==> src/hdl/axi_pkg.sv <==
/*
  AXI channel types shared by the bridge masters.
  32-bit address and data, 4-bit IDs, AXI3-style 4-bit burst length.
  Valid and ready are never part of a payload struct.
*/
`default_nettype none

package axi_pkg;

  typedef logic [3:0]  id_t;
  typedef logic [31:0] addr_t;
  typedef logic [31:0] data_t;
  typedef logic [3:0]  strb_t;
  typedef logic [3:0]  len_t;
  typedef logic [2:0]  size_t;

  typedef enum logic [1:0] {
    FIXED = 2'b00,
    INCR  = 2'b01,
    WRAP  = 2'b10
  } burst_e;

  typedef enum logic [1:0] {
    OKAY   = 2'b00,
    EXOKAY = 2'b01,
    SLVERR = 2'b10,
    DECERR = 2'b11
  } resp_e;

  // 4 bytes per beat
  localparam size_t SIZE_WORD = 3'b010;

  // ================================================
  // channel payloads
  // ================================================
  typedef struct packed {
    id_t    id;
    addr_t  addr;
    len_t   len;
    size_t  size;
    burst_e burst;
  } ar_t;

  typedef ar_t aw_t;

  typedef struct packed {
    data_t data;
    strb_t strb;
    logic  last;
  } w_t;

  typedef struct packed {
    id_t   id;
    data_t data;
    resp_e resp;
    logic  last;
  } r_t;

  typedef struct packed {
    id_t   id;
    resp_e resp;
  } b_t;

endpackage

`default_nettype wire

==> src/hdl/mem_req_pkg.sv <==
/*
  Cache-side request types.
  Access codes follow the RISC-V load/store funct3 values.
  Unsigned codes only matter to the requester; writes treat them as signed.
*/
`default_nettype none

package mem_req_pkg;

  typedef logic [31:0] addr_t;
  typedef logic [31:0] data_t;

  // ================================================
  // access width of one request
  // ================================================
  typedef enum logic [2:0] {
    BYTE   = 3'b000,
    HALF   = 3'b001,
    WORD   = 3'b010,
    BYTE_U = 3'b100,
    HALF_U = 3'b101
  } access_e;

  // one request from the data-side cache
  typedef struct packed {
    addr_t   addr;
    data_t   wdata;
    access_e access;
    logic    write;
  } mem_req_t;

endpackage

`default_nettype wire

==> src/hdl/axi_read_master.sv <==
/*
  Single-outstanding AXI read master, one INCR word burst per request.
  req is a one-cycle pulse and may only come while busy is low.
  rdata follows R in the beat cycle and holds the last beat afterwards.
  Burst length is fixed by BURST_BEATS (1 to 16).
*/
`timescale 1ns/10ps
`default_nettype none

module axi_read_master #(
  parameter axi_pkg::id_t READ_ID     = '0,
  parameter int           BURST_BEATS = 4
) (
  input  wire logic           ACLK,
  input  wire logic           ARESETn,
  input  wire logic           req,
  input  wire axi_pkg::addr_t addr,
  input  wire logic           ar_ready,
  input  wire axi_pkg::r_t    r,
  input  wire logic           r_valid,
  output logic                busy,
  output axi_pkg::data_t      rdata,
  output logic                beat_valid,
  output axi_pkg::ar_t        ar,
  output logic                ar_valid,
  output logic                r_ready
);

  typedef enum logic [1:0] {
    IDLE,
    ADDR,
    DATA
  } state_e;

  state_e         state;
  state_e         state_nxt;
  axi_pkg::ar_t   ar_new;
  axi_pkg::ar_t   ar_q;
  axi_pkg::data_t rdata_q;
  logic           r_hs;

  assign r_hs = r_valid & r_ready;

  // burst descriptor built from the live request address
  assign ar_new = '{
    id:    READ_ID,
    addr:  addr,
    len:   axi_pkg::len_t'(BURST_BEATS - 1),
    size:  axi_pkg::SIZE_WORD,
    burst: axi_pkg::INCR
  };

  // ================================================
  // state machine
  // ================================================
  always_comb begin
    state_nxt = state;
    case (state)
      IDLE: begin
        if (req) begin
          state_nxt = ar_ready ? DATA : ADDR;
        end
      end
      ADDR: begin
        if (ar_ready) begin
          state_nxt = DATA;
        end
      end
      DATA: begin
        if (r_hs && r.last) begin
          state_nxt = IDLE;
        end
      end
      default: state_nxt = IDLE;
    endcase
  end

  always_ff @(posedge ACLK or negedge ARESETn) begin
    if (!ARESETn) begin
      state <= IDLE;
    end else begin
      state <= state_nxt;
    end
  end

  // descriptor held while AR waits, last beat held for the requester
  always_ff @(posedge ACLK) begin
    if (state == IDLE && req) begin
      ar_q <= ar_new;
    end
    if (r_hs) begin
      rdata_q <= r.data;
    end
  end

  // ================================================
  // outputs
  // ================================================
  // request cycle drives AR straight from the input
  assign ar         = (state == IDLE) ? ar_new : ar_q;
  assign ar_valid   = (state == IDLE) ? req : (state == ADDR);
  assign r_ready    = (state == DATA);
  assign busy       = req | (state != IDLE);
  assign beat_valid = r_hs;
  assign rdata      = r_hs ? r.data : rdata_q;

endmodule

`default_nettype wire

==> src/hdl/axi_write_master.sv <==
/*
  Single-beat AXI write master with byte strobes from the access type.
  AW and W are raised together in the request cycle, each held to its
  own handshake; B is accepted only after both have gone.
  Address is passed unaligned, the slave uses the strobes.
*/
`timescale 1ns/10ps
`default_nettype none

module axi_write_master #(
  parameter axi_pkg::id_t WRITE_ID = 4'd1
) (
  input  wire logic                  ACLK,
  input  wire logic                  ARESETn,
  input  wire logic                  req,
  input  wire mem_req_pkg::mem_req_t cmd,
  input  wire logic                  aw_ready,
  input  wire logic                  w_ready,
  input  wire axi_pkg::b_t           b,
  input  wire logic                  b_valid,
  output logic                       busy,
  output axi_pkg::aw_t               aw,
  output logic                       aw_valid,
  output axi_pkg::w_t                w,
  output logic                       w_valid,
  output logic                       b_ready
);

  typedef enum logic [1:0] {
    IDLE,
    SEND,
    RESP
  } state_e;

  state_e       state;
  state_e       state_nxt;
  axi_pkg::aw_t aw_new;
  axi_pkg::aw_t aw_q;
  axi_pkg::w_t  w_new;
  axi_pkg::w_t  w_q;
  logic         aw_done;
  logic         w_done;
  logic         aw_fin;
  logic         w_fin;
  logic         b_hs;

  // byte lanes touched by one store
  function automatic axi_pkg::strb_t byte_strobe(
    input mem_req_pkg::access_e access,
    input logic [1:0]           offset
  );
    axi_pkg::strb_t strb;
    case (access)
      mem_req_pkg::BYTE,
      mem_req_pkg::BYTE_U: strb = 4'b0001 << offset;
      mem_req_pkg::HALF,
      mem_req_pkg::HALF_U: strb = 4'b0011 << offset;
      default:             strb = 4'b1111;
    endcase
    return strb;
  endfunction

  assign aw_new = '{
    id:    WRITE_ID,
    addr:  cmd.addr,
    len:   '0,
    size:  axi_pkg::SIZE_WORD,
    burst: axi_pkg::INCR
  };

  assign w_new = '{
    data: cmd.wdata,
    strb: byte_strobe(cmd.access, cmd.addr[1:0]),
    last: 1'b1
  };

  // a channel is finished once it has handshaken, now or earlier
  assign aw_fin = aw_done | (aw_valid & aw_ready);
  assign w_fin  = w_done | (w_valid & w_ready);
  assign b_hs   = b_valid & b_ready;

  // ================================================
  // state machine
  // ================================================
  always_comb begin
    state_nxt = state;
    case (state)
      IDLE: begin
        if (req) begin
          state_nxt = (aw_fin && w_fin) ? RESP : SEND;
        end
      end
      SEND: begin
        if (aw_fin && w_fin) begin
          state_nxt = RESP;
        end
      end
      RESP: begin
        if (b_hs) begin
          state_nxt = IDLE;
        end
      end
      default: state_nxt = IDLE;
    endcase
  end

  always_ff @(posedge ACLK or negedge ARESETn) begin
    if (!ARESETn) begin
      state   <= IDLE;
      aw_done <= 1'b0;
      w_done  <= 1'b0;
    end else begin
      state <= state_nxt;
      // flags only live while still sending
      aw_done <= (state_nxt == SEND) & aw_fin;
      w_done  <= (state_nxt == SEND) & w_fin;
    end
  end

  always_ff @(posedge ACLK) begin
    if (state == IDLE && req) begin
      aw_q <= aw_new;
      w_q  <= w_new;
    end
  end

  // ================================================
  // outputs
  // ================================================
  assign aw       = (state == IDLE) ? aw_new : aw_q;
  assign w        = (state == IDLE) ? w_new : w_q;
  assign aw_valid = (state == IDLE) ? req : (state == SEND) & ~aw_done;
  assign w_valid  = (state == IDLE) ? req : (state == SEND) & ~w_done;
  assign b_ready  = (state == RESP);
  assign busy     = req | (state != IDLE);

endmodule

`default_nettype wire

==> src/hdl/data_port_ctrl.sv <==
/*
  Data-side port: reads go to a burst read master, writes to a
  single-beat write master, both on AXI master 1.
  Busy is shared, so one transaction at a time on this port.
*/
`timescale 1ns/10ps
`default_nettype none

module data_port_ctrl #(
  parameter axi_pkg::id_t READ_ID     = '0,
  parameter axi_pkg::id_t WRITE_ID    = 4'd1,
  parameter int           BURST_BEATS = 4
) (
  input  wire logic                  ACLK,
  input  wire logic                  ARESETn,
  input  wire logic                  d_req,
  input  wire mem_req_pkg::mem_req_t d_cmd,
  output logic                       d_busy,
  output axi_pkg::data_t             d_rdata,
  output logic                       d_beat_valid,
  output axi_pkg::ar_t               m1_ar,
  output logic                       m1_ar_valid,
  input  wire logic                  m1_ar_ready,
  input  wire axi_pkg::r_t           m1_r,
  input  wire logic                  m1_r_valid,
  output logic                       m1_r_ready,
  output axi_pkg::aw_t               m1_aw,
  output logic                       m1_aw_valid,
  input  wire logic                  m1_aw_ready,
  output axi_pkg::w_t                m1_w,
  output logic                       m1_w_valid,
  input  wire logic                  m1_w_ready,
  input  wire axi_pkg::b_t           m1_b,
  input  wire logic                  m1_b_valid,
  output logic                       m1_b_ready
);

  logic rd_req;
  logic wr_req;
  logic rd_busy;
  logic wr_busy;

  // steer by direction
  assign rd_req = d_req & ~d_cmd.write;
  assign wr_req = d_req & d_cmd.write;
  assign d_busy = rd_busy | wr_busy;

  axi_read_master #(
    .READ_ID     (READ_ID),
    .BURST_BEATS (BURST_BEATS)
  ) rd_master_i (
    .ACLK       (ACLK),
    .ARESETn    (ARESETn),
    .req        (rd_req),
    .addr       (d_cmd.addr),
    .ar_ready   (m1_ar_ready),
    .r          (m1_r),
    .r_valid    (m1_r_valid),
    .busy       (rd_busy),
    .rdata      (d_rdata),
    .beat_valid (d_beat_valid),
    .ar         (m1_ar),
    .ar_valid   (m1_ar_valid),
    .r_ready    (m1_r_ready)
  );

  axi_write_master #(
    .WRITE_ID (WRITE_ID)
  ) wr_master_i (
    .ACLK     (ACLK),
    .ARESETn  (ARESETn),
    .req      (wr_req),
    .cmd      (d_cmd),
    .aw_ready (m1_aw_ready),
    .w_ready  (m1_w_ready),
    .b        (m1_b),
    .b_valid  (m1_b_valid),
    .busy     (wr_busy),
    .aw       (m1_aw),
    .aw_valid (m1_aw_valid),
    .w        (m1_w),
    .w_valid  (m1_w_valid),
    .b_ready  (m1_b_ready)
  );

endmodule

`default_nettype wire

==> src/hdl/cpu_bridge.sv <==
/*
  Cache-to-AXI bridge top level.
  Master 0 serves instruction fetch bursts, master 1 the data port.
  The two ports run independently, each with one transaction in flight.
*/
`timescale 1ns/10ps
`default_nettype none

module cpu_bridge #(
  parameter axi_pkg::id_t READ_ID     = 4'd0,
  parameter axi_pkg::id_t WRITE_ID    = 4'd1,
  parameter int           BURST_BEATS = 4
) (
  input  wire logic                  ACLK,
  input  wire logic                  ARESETn,
  // instruction side
  input  wire logic                  i_req,
  input  wire mem_req_pkg::addr_t    i_addr,
  output logic                       i_busy,
  output axi_pkg::data_t             i_rdata,
  output logic                       i_beat_valid,
  // data side
  input  wire logic                  d_req,
  input  wire mem_req_pkg::mem_req_t d_cmd,
  output logic                       d_busy,
  output axi_pkg::data_t             d_rdata,
  output logic                       d_beat_valid,
  // ================================================
  // AXI master 0, read only
  // ================================================
  output axi_pkg::ar_t               m0_ar,
  output logic                       m0_ar_valid,
  input  wire logic                  m0_ar_ready,
  input  wire axi_pkg::r_t           m0_r,
  input  wire logic                  m0_r_valid,
  output logic                       m0_r_ready,
  // ================================================
  // AXI master 1
  // ================================================
  output axi_pkg::ar_t               m1_ar,
  output logic                       m1_ar_valid,
  input  wire logic                  m1_ar_ready,
  input  wire axi_pkg::r_t           m1_r,
  input  wire logic                  m1_r_valid,
  output logic                       m1_r_ready,
  output axi_pkg::aw_t               m1_aw,
  output logic                       m1_aw_valid,
  input  wire logic                  m1_aw_ready,
  output axi_pkg::w_t                m1_w,
  output logic                       m1_w_valid,
  input  wire logic                  m1_w_ready,
  input  wire axi_pkg::b_t           m1_b,
  input  wire logic                  m1_b_valid,
  output logic                       m1_b_ready
);

  // instruction fetch, line-sized bursts
  axi_read_master #(
    .READ_ID     (READ_ID),
    .BURST_BEATS (BURST_BEATS)
  ) inst_port_i (
    .ACLK       (ACLK),
    .ARESETn    (ARESETn),
    .req        (i_req),
    .addr       (i_addr),
    .ar_ready   (m0_ar_ready),
    .r          (m0_r),
    .r_valid    (m0_r_valid),
    .busy       (i_busy),
    .rdata      (i_rdata),
    .beat_valid (i_beat_valid),
    .ar         (m0_ar),
    .ar_valid   (m0_ar_valid),
    .r_ready    (m0_r_ready)
  );

  data_port_ctrl #(
    .READ_ID     (READ_ID),
    .WRITE_ID    (WRITE_ID),
    .BURST_BEATS (BURST_BEATS)
  ) data_port_i (
    .ACLK         (ACLK),
    .ARESETn      (ARESETn),
    .d_req        (d_req),
    .d_cmd        (d_cmd),
    .d_busy       (d_busy),
    .d_rdata      (d_rdata),
    .d_beat_valid (d_beat_valid),
    .m1_ar        (m1_ar),
    .m1_ar_valid  (m1_ar_valid),
    .m1_ar_ready  (m1_ar_ready),
    .m1_r         (m1_r),
    .m1_r_valid   (m1_r_valid),
    .m1_r_ready   (m1_r_ready),
    .m1_aw        (m1_aw),
    .m1_aw_valid  (m1_aw_valid),
    .m1_aw_ready  (m1_aw_ready),
    .m1_w         (m1_w),
    .m1_w_valid   (m1_w_valid),
    .m1_w_ready   (m1_w_ready),
    .m1_b         (m1_b),
    .m1_b_valid   (m1_b_valid),
    .m1_b_ready   (m1_b_ready)
  );

endmodule

`default_nettype wire

==> config.mk <==
export PLATFORM = sky130hd
export DESIGN_NAME = cpu_bridge
export DESIGN_NICKNAME = d
export VERILOG_FILES = /design/src/hdl/axi_pkg.sv /design/src/hdl/mem_req_pkg.sv /design/src/hdl/axi_read_master.sv /design/src/hdl/axi_write_master.sv /design/src/hdl/data_port_ctrl.sv /design/src/hdl/cpu_bridge.sv
export SDC_FILE = /design/constraint.sdc
export NUM_CORES = 1
export LEC_CHECK = 0
export BUFFER_PORTS_ARGS = -buffer_cell sky130_fd_sc_hd__buf_2
export CORE_AREA = 8 8 167 169
export CTS_CLUSTER_DIAMETER = 60
export DETAILED_ROUTE_END_ITERATION = 8
export DIE_AREA = 0 0 175 177
export PLACE_DENSITY = 0.7
export SYNTH_ARGS = -nofsm -noshare
export SYNTH_HDL_FRONTEND = slang
export SYNTH_SLANG_ARGS = --single-unit
==> constraint.sdc <==
create_clock -name ACLK -period 7.8 [get_ports ACLK]
set_input_delay 0.78 -clock ACLK [delete_from_list [all_inputs] [get_ports ACLK]]
set_output_delay 0.78 -clock ACLK [all_outputs]
set_load 0.005 [all_outputs]
Word-level counts from Yosys, hierarchy flattened

Cells that the tools add are included.

Logic and storage cells: 93
Bits in registers: 204
Bits of input ports: 195

Reduce and logical (&&, ||, !) cells: 17
Equal/unequal tests: 16
Multiplexer cells: 26
Bitwise gates (word level): 20
Shift operators: 2

Operators by type and width:

| kind                | count |
|---|---|
| $mux 41             | 3 |
| $mux 32             | 2 |
| $mux 37             | 1 |
| $mux 2              | 12 |
| $pmux 2 s3          | 3 |
| $and 1x1->1         | 11 |
| $ne 2x2->1 const B  | 5 |
| $eq 2x1->1 const B  | 4 |
| $pmux 4 s2          | 1 |
| $eq 2x2->1 const B  | 3 |
| $eq 3x3->1 const B  | 2 |
| $logic_and 1x1->1   | 6 |
| $logic_not 2->1     | 3 |
| $or 1x1->1          | 6 |
| $reduce_and 3->1    | 2 |
| $reduce_bool 2->1   | 3 |
| $mux 1              | 4 |
| $reduce_or 2->1     | 2 |
| $shl 1x2->4 const A | 1 |
| $shl 2x2->4 const A | 1 |
| $eq 3x1->1 const B  | 1 |
| $logic_not 3->1     | 1 |
| $not 1->1           | 3 |
| $ne 2x1->1 const B  | 1 |

Depth between registers and ports, before layout

Word-level depth: 11
Gate-level depth with buffers: 4
Depth with buffers taken out: 3

Modules after synthesis

A second synthesis with hierarchy kept.

Cells, all modules: 516
Area, all modules: 8871.0 µm²

Modules (own cells, without submodules):

| module           | seq. area each (µm²) | instances | cells an instance | area each (µm²) |
|---|---|---|---|---|
| axi_read_master  | 1651.6               | 2         | 161               | 2720.1 |
| axi_write_master | 2142.1               | 1         | 191               | 3408.3 |
| data_port_ctrl   | 0.0                  | 1         | 3                 | 22.5 |

Worst setup path after synthesis

No wires, ideal clock.

Kind: input-to-reg
Start point: input d_cmd[0] in the netlist's numbering
End point: register data_port_i.rd_master_i.ar_q[10] in the netlist's numbering (enable)
Data arrival time: 3.129 ns
Data required time: 7.339 ns
Cell stages on the path: 2
Setup time: 0.461 ns
Slack: 4.210 ns
Buffers on the path: 0
Cells stage by stage: nand2b_1 > nor3_1

Word-level cells in the longest chain between the ends: 3

RTL lines:

| element              | RTL line              | text |
|---|---|---|
| start, declared      | cpu_bridge.sv:24      | `input wire mem_req_pkg::mem_req_t d_cmd,` |
| $not 1->1            | data_port_ctrl.sv:44  | `assign rd_req = d_req & ~d_cmd.write;` |
| $and 1x1->1          | data_port_ctrl.sv:44  |  |
| $logic_and 1x1->1    | axi_read_master.sv:88 | `if (state == IDLE && req) begin` |
| end signal, assigned | axi_read_master.sv:89 | `ar_q <= ar_new;` |
| end, declared        | axi_read_master.sv:38 | `axi_pkg::ar_t ar_q;` |

No other way between the ends.
A chain may end at the register's enable or synchronous reset.

==> run metrics <==
top cell type by total area after synthesis=edfxtp_1; sequence of cells on the critical path=nor2_4, buf_4, mux2_2, buf_2; Post-Route WL=22600 um; CP peak stage delay=0.73 ns; Rows=59; largest net degree at the start of global routing=69; Fin Setup TNS=0 ns; Tot GR Track Use=0.135; Final min period=3.28 ns; top cell type's share of synthesized area=0.465; CTS tree=built; first-pass GRT wire length=33700 um; number of H-tree levels=1; worst-margin pin slew=1.04 ns; Post-Synthesis Cells=510; warnings from Yosys=0; Setup crit start kind=flip-flop; Clock transition at path regs=0.06 ns; pins over their slew limit=0; Via density=4.40; CP top delay family=buffers and inverters; core area=25500 um^2; initial antenna violation count=2; Switching Share=0.272; vias in the first global route=5950; Worst-Skew Late Latency=0.50 ns; status=complete, no violations; RSZ-0062 raised after global routing=no; fin crit share=0.421; post-CTS setup buffer count=0; Die Height=177 um; relative slew slack=0.306; Max-cap violations=0; Int Power=2.65 mW; critical path required time=7.02 ns; final setup margin=4.52 ns; initial core utilization=0.334; Port Buffers=382; CP Capture Type=output pin; DIE WIDTH=175 um; cts repair resizes=0; Final ANT Viol Nets=0; GPL Wtd Cong=0.780; clk buf depth=3; top post-synthesis cells by area=edfxtp_1 (47%), mux2_2 (22%), dfxtp_1 (15%), mux2_4 (5.6%), buf_4 (3.5%); fmax=305 MHz; final hold vios=0; worst min path class=in2async; Mapped Area=8520 um^2; worst-path fanout max=68; Net Sw Power=0.988 mW; dpl hpwl=17200 um; CP Buf/Inv Count=2; pre-CTS setup slack=4.88 ns; TritonCTS Buffers=23; Final #Nets=1095; PD cells=321 nW/um^2; I/O Pins=442; part of the power in registers=0.405; drt pass-1 iters=6; initial drt markers=229; final setup violation count=0; die area=31000 um^2; clock sink count=204; P&R area growth vs syn=33.0%; register area share after synthesis=0.639; CTS root buf=clkbuf_16; Yosys cell types=33; Avg Cell Area, Syn=16.7 um^2; VDD IR max=0.000275 V; slowest stage cell on the critical path=buf_4; Clock power frac=0.280; combinational share of power=0.315; ratio of cells with drive above 1 in the final layout=0.685; leak pwr=5.01 nW; Residual DRC=0; Seq cells post-synth=204; skew final=0.0109 ns; drt wl/cell=18.1 um; critical setup path kind=reg2out; global route overflow=0; Via Count=5504; CP arrival=2.50 ns; CTS Hold Bufs=0
-- synth_stat cells --
library cell,instances
o21ai_0,2
a21oi_1,4
o21bai_1,2
o2bb2ai_1,1
buf_2,13
nor2_1,5
or3_1,1
nor2b_4,1
or2_2,1
and2_1,1
dfxtp_1,64
nor3_1,2
nor2b_1,3
conb_1,2
o22ai_1,1
mux2_4,32
edfxtp_1,132
and3b_1,1
nand2_1,2
inv_1,5
nor2_2,3
dfrtp_1,8
nand2_4,2
nand2b_1,4
a22o_1,2
and3_1,1
buf_4,40
a211o_1,1
and2b_4,1
buf_6,6
nor4_1,1
mux2_2,164
nand3b_1,2
-- layer usage --
layer  vias to the layer above  track usage  part of all wire
li1                       2598            -                 -
met1                      2606        0.156              0.39
met2                       268        0.227              0.48
met3                        30       0.0589              0.11
met4                         2       0.0364             0.017
met5                         -            0           0.00035
-- metrics by stage --
stage / cell area [um^2] / std cells / total power [mW] / util / hold WS, ns
CTS: 11300 / 1250 / 3.70 / 0.445 / 0.112
floorplan: 8660 / 548 / 2.15 / - / 0.441
detailed placement: 10600 / 1210 / 2.66 / 0.417 / 0.453
global placement: 10600 / 1210 / 2.64 / 0.417 / 0.451
global route: 11300 / 1251 / 3.84 / 0.445 / 0.114
finish: 11300 / 1251 / 3.63 / 0.445 / 0.119
-- cell families (layout without fill, tap and decap cells) --
family / after synthesis / count (layout) / synth area share
buf+inv: 64 / 431 / 0.0530
compound gates: 13 / 13 / 0.0101
flops: 204 / 204 / 0.639
other cells: 2 / 41 / 0.000882
simple gates: 31 / 31 / 0.0235
mux: 196 / 196 / 0.273
-- state kept, by name, summed over array words and instances (netlist names) --
name	cells
data_port_i.wr_master_i.w_q	36
data_port_i.rd_master_i.ar_q	32
data_port_i.rd_master_i.rdata_q	32
data_port_i.wr_master_i.aw_q	32
inst_port_i.ar_q	32
inst_port_i.rdata_q	32
data_port_i.rd_master_i.state	2
data_port_i.wr_master_i.state	2
inst_port_i.state	2
data_port_i.wr_master_i.aw_done	1
data_port_i.wr_master_i.w_done	1
-- cell usage in the layout, fill, tap and decap left out, types with 3 or more instances in the layout --
cell and instances:
buf_2 382, mux2_2 164, edfxtp_1 132, dfxtp_1 64, conb_1 40, mux2_4 32, clkbuf_16 24, dfrtp_1 8
inv_1 5, nor2_1 5, a21oi_1 4, nand2b_1 4, buf_4 4, nor2b_1 3, clkinv_1 3, clkbuf_2 3
clkinv_2 3
-- power by group through the flow --
| stage | clock network [mW] | registers (mW) | logic (mW) |
|---|---|---|---|
| 3_5_place_dp | 0 | 1.50 | 1.16 |
| 3_3_place_gp | 0 | 1.48 | 1.16 |
| 6_report | 1.02 | 1.47 | 1.14 |
| 4_1_cts | 1.05 | 1.48 | 1.17 |
| 5_1_grt | 1.09 | 1.50 | 1.25 |
| 2_1_floorplan | 0 | 1.47 | 0.680 |
-- layout make-up --
class | instances | area (um^2)
Timing Repair Buffer | 386 | 1940
Clock buffer | 30 | 637
Tap cell | 335 | 419
Sequential cell | 204 | 5450
Antenna cell | 1 | 2.50
Multi-Input combinational cell | 280 | 2780
Clock inverter | 10 | 85.1
Inverter | 5 | 18.8
Fill cell | 2310 | 14100
-- worst paths after layout --
| check | start | to | slack (ns) | cells after the start |
|---|---|---|---|---|
| setup reg to reg | data_port_i.wr_master_i.state[0] | data_port_i.wr_master_i.w_q[23] | 4.97 | 3 |
| setup / recovery | data_port_i.wr_master_i.state[0] | m1_w[26] | 4.52 | 4 |
| max in group asynchronous | ARESETn | inst_port_i.state[0] | 7.50 | 1 |
| hold / removal | ARESETn | data_port_i.wr_master_i.state[0] | 0.12 | 1 |
| hold reg to reg | inst_port_i.rdata_q[26] | inst_port_i.rdata_q[26] | 0.47 | 1 |
| min in group ACLK | m1_ar_ready | data_port_i.rd_master_i.state[0] | 0.44 | 2 |
No activity file was read; power rests on OpenSTA's default activity.
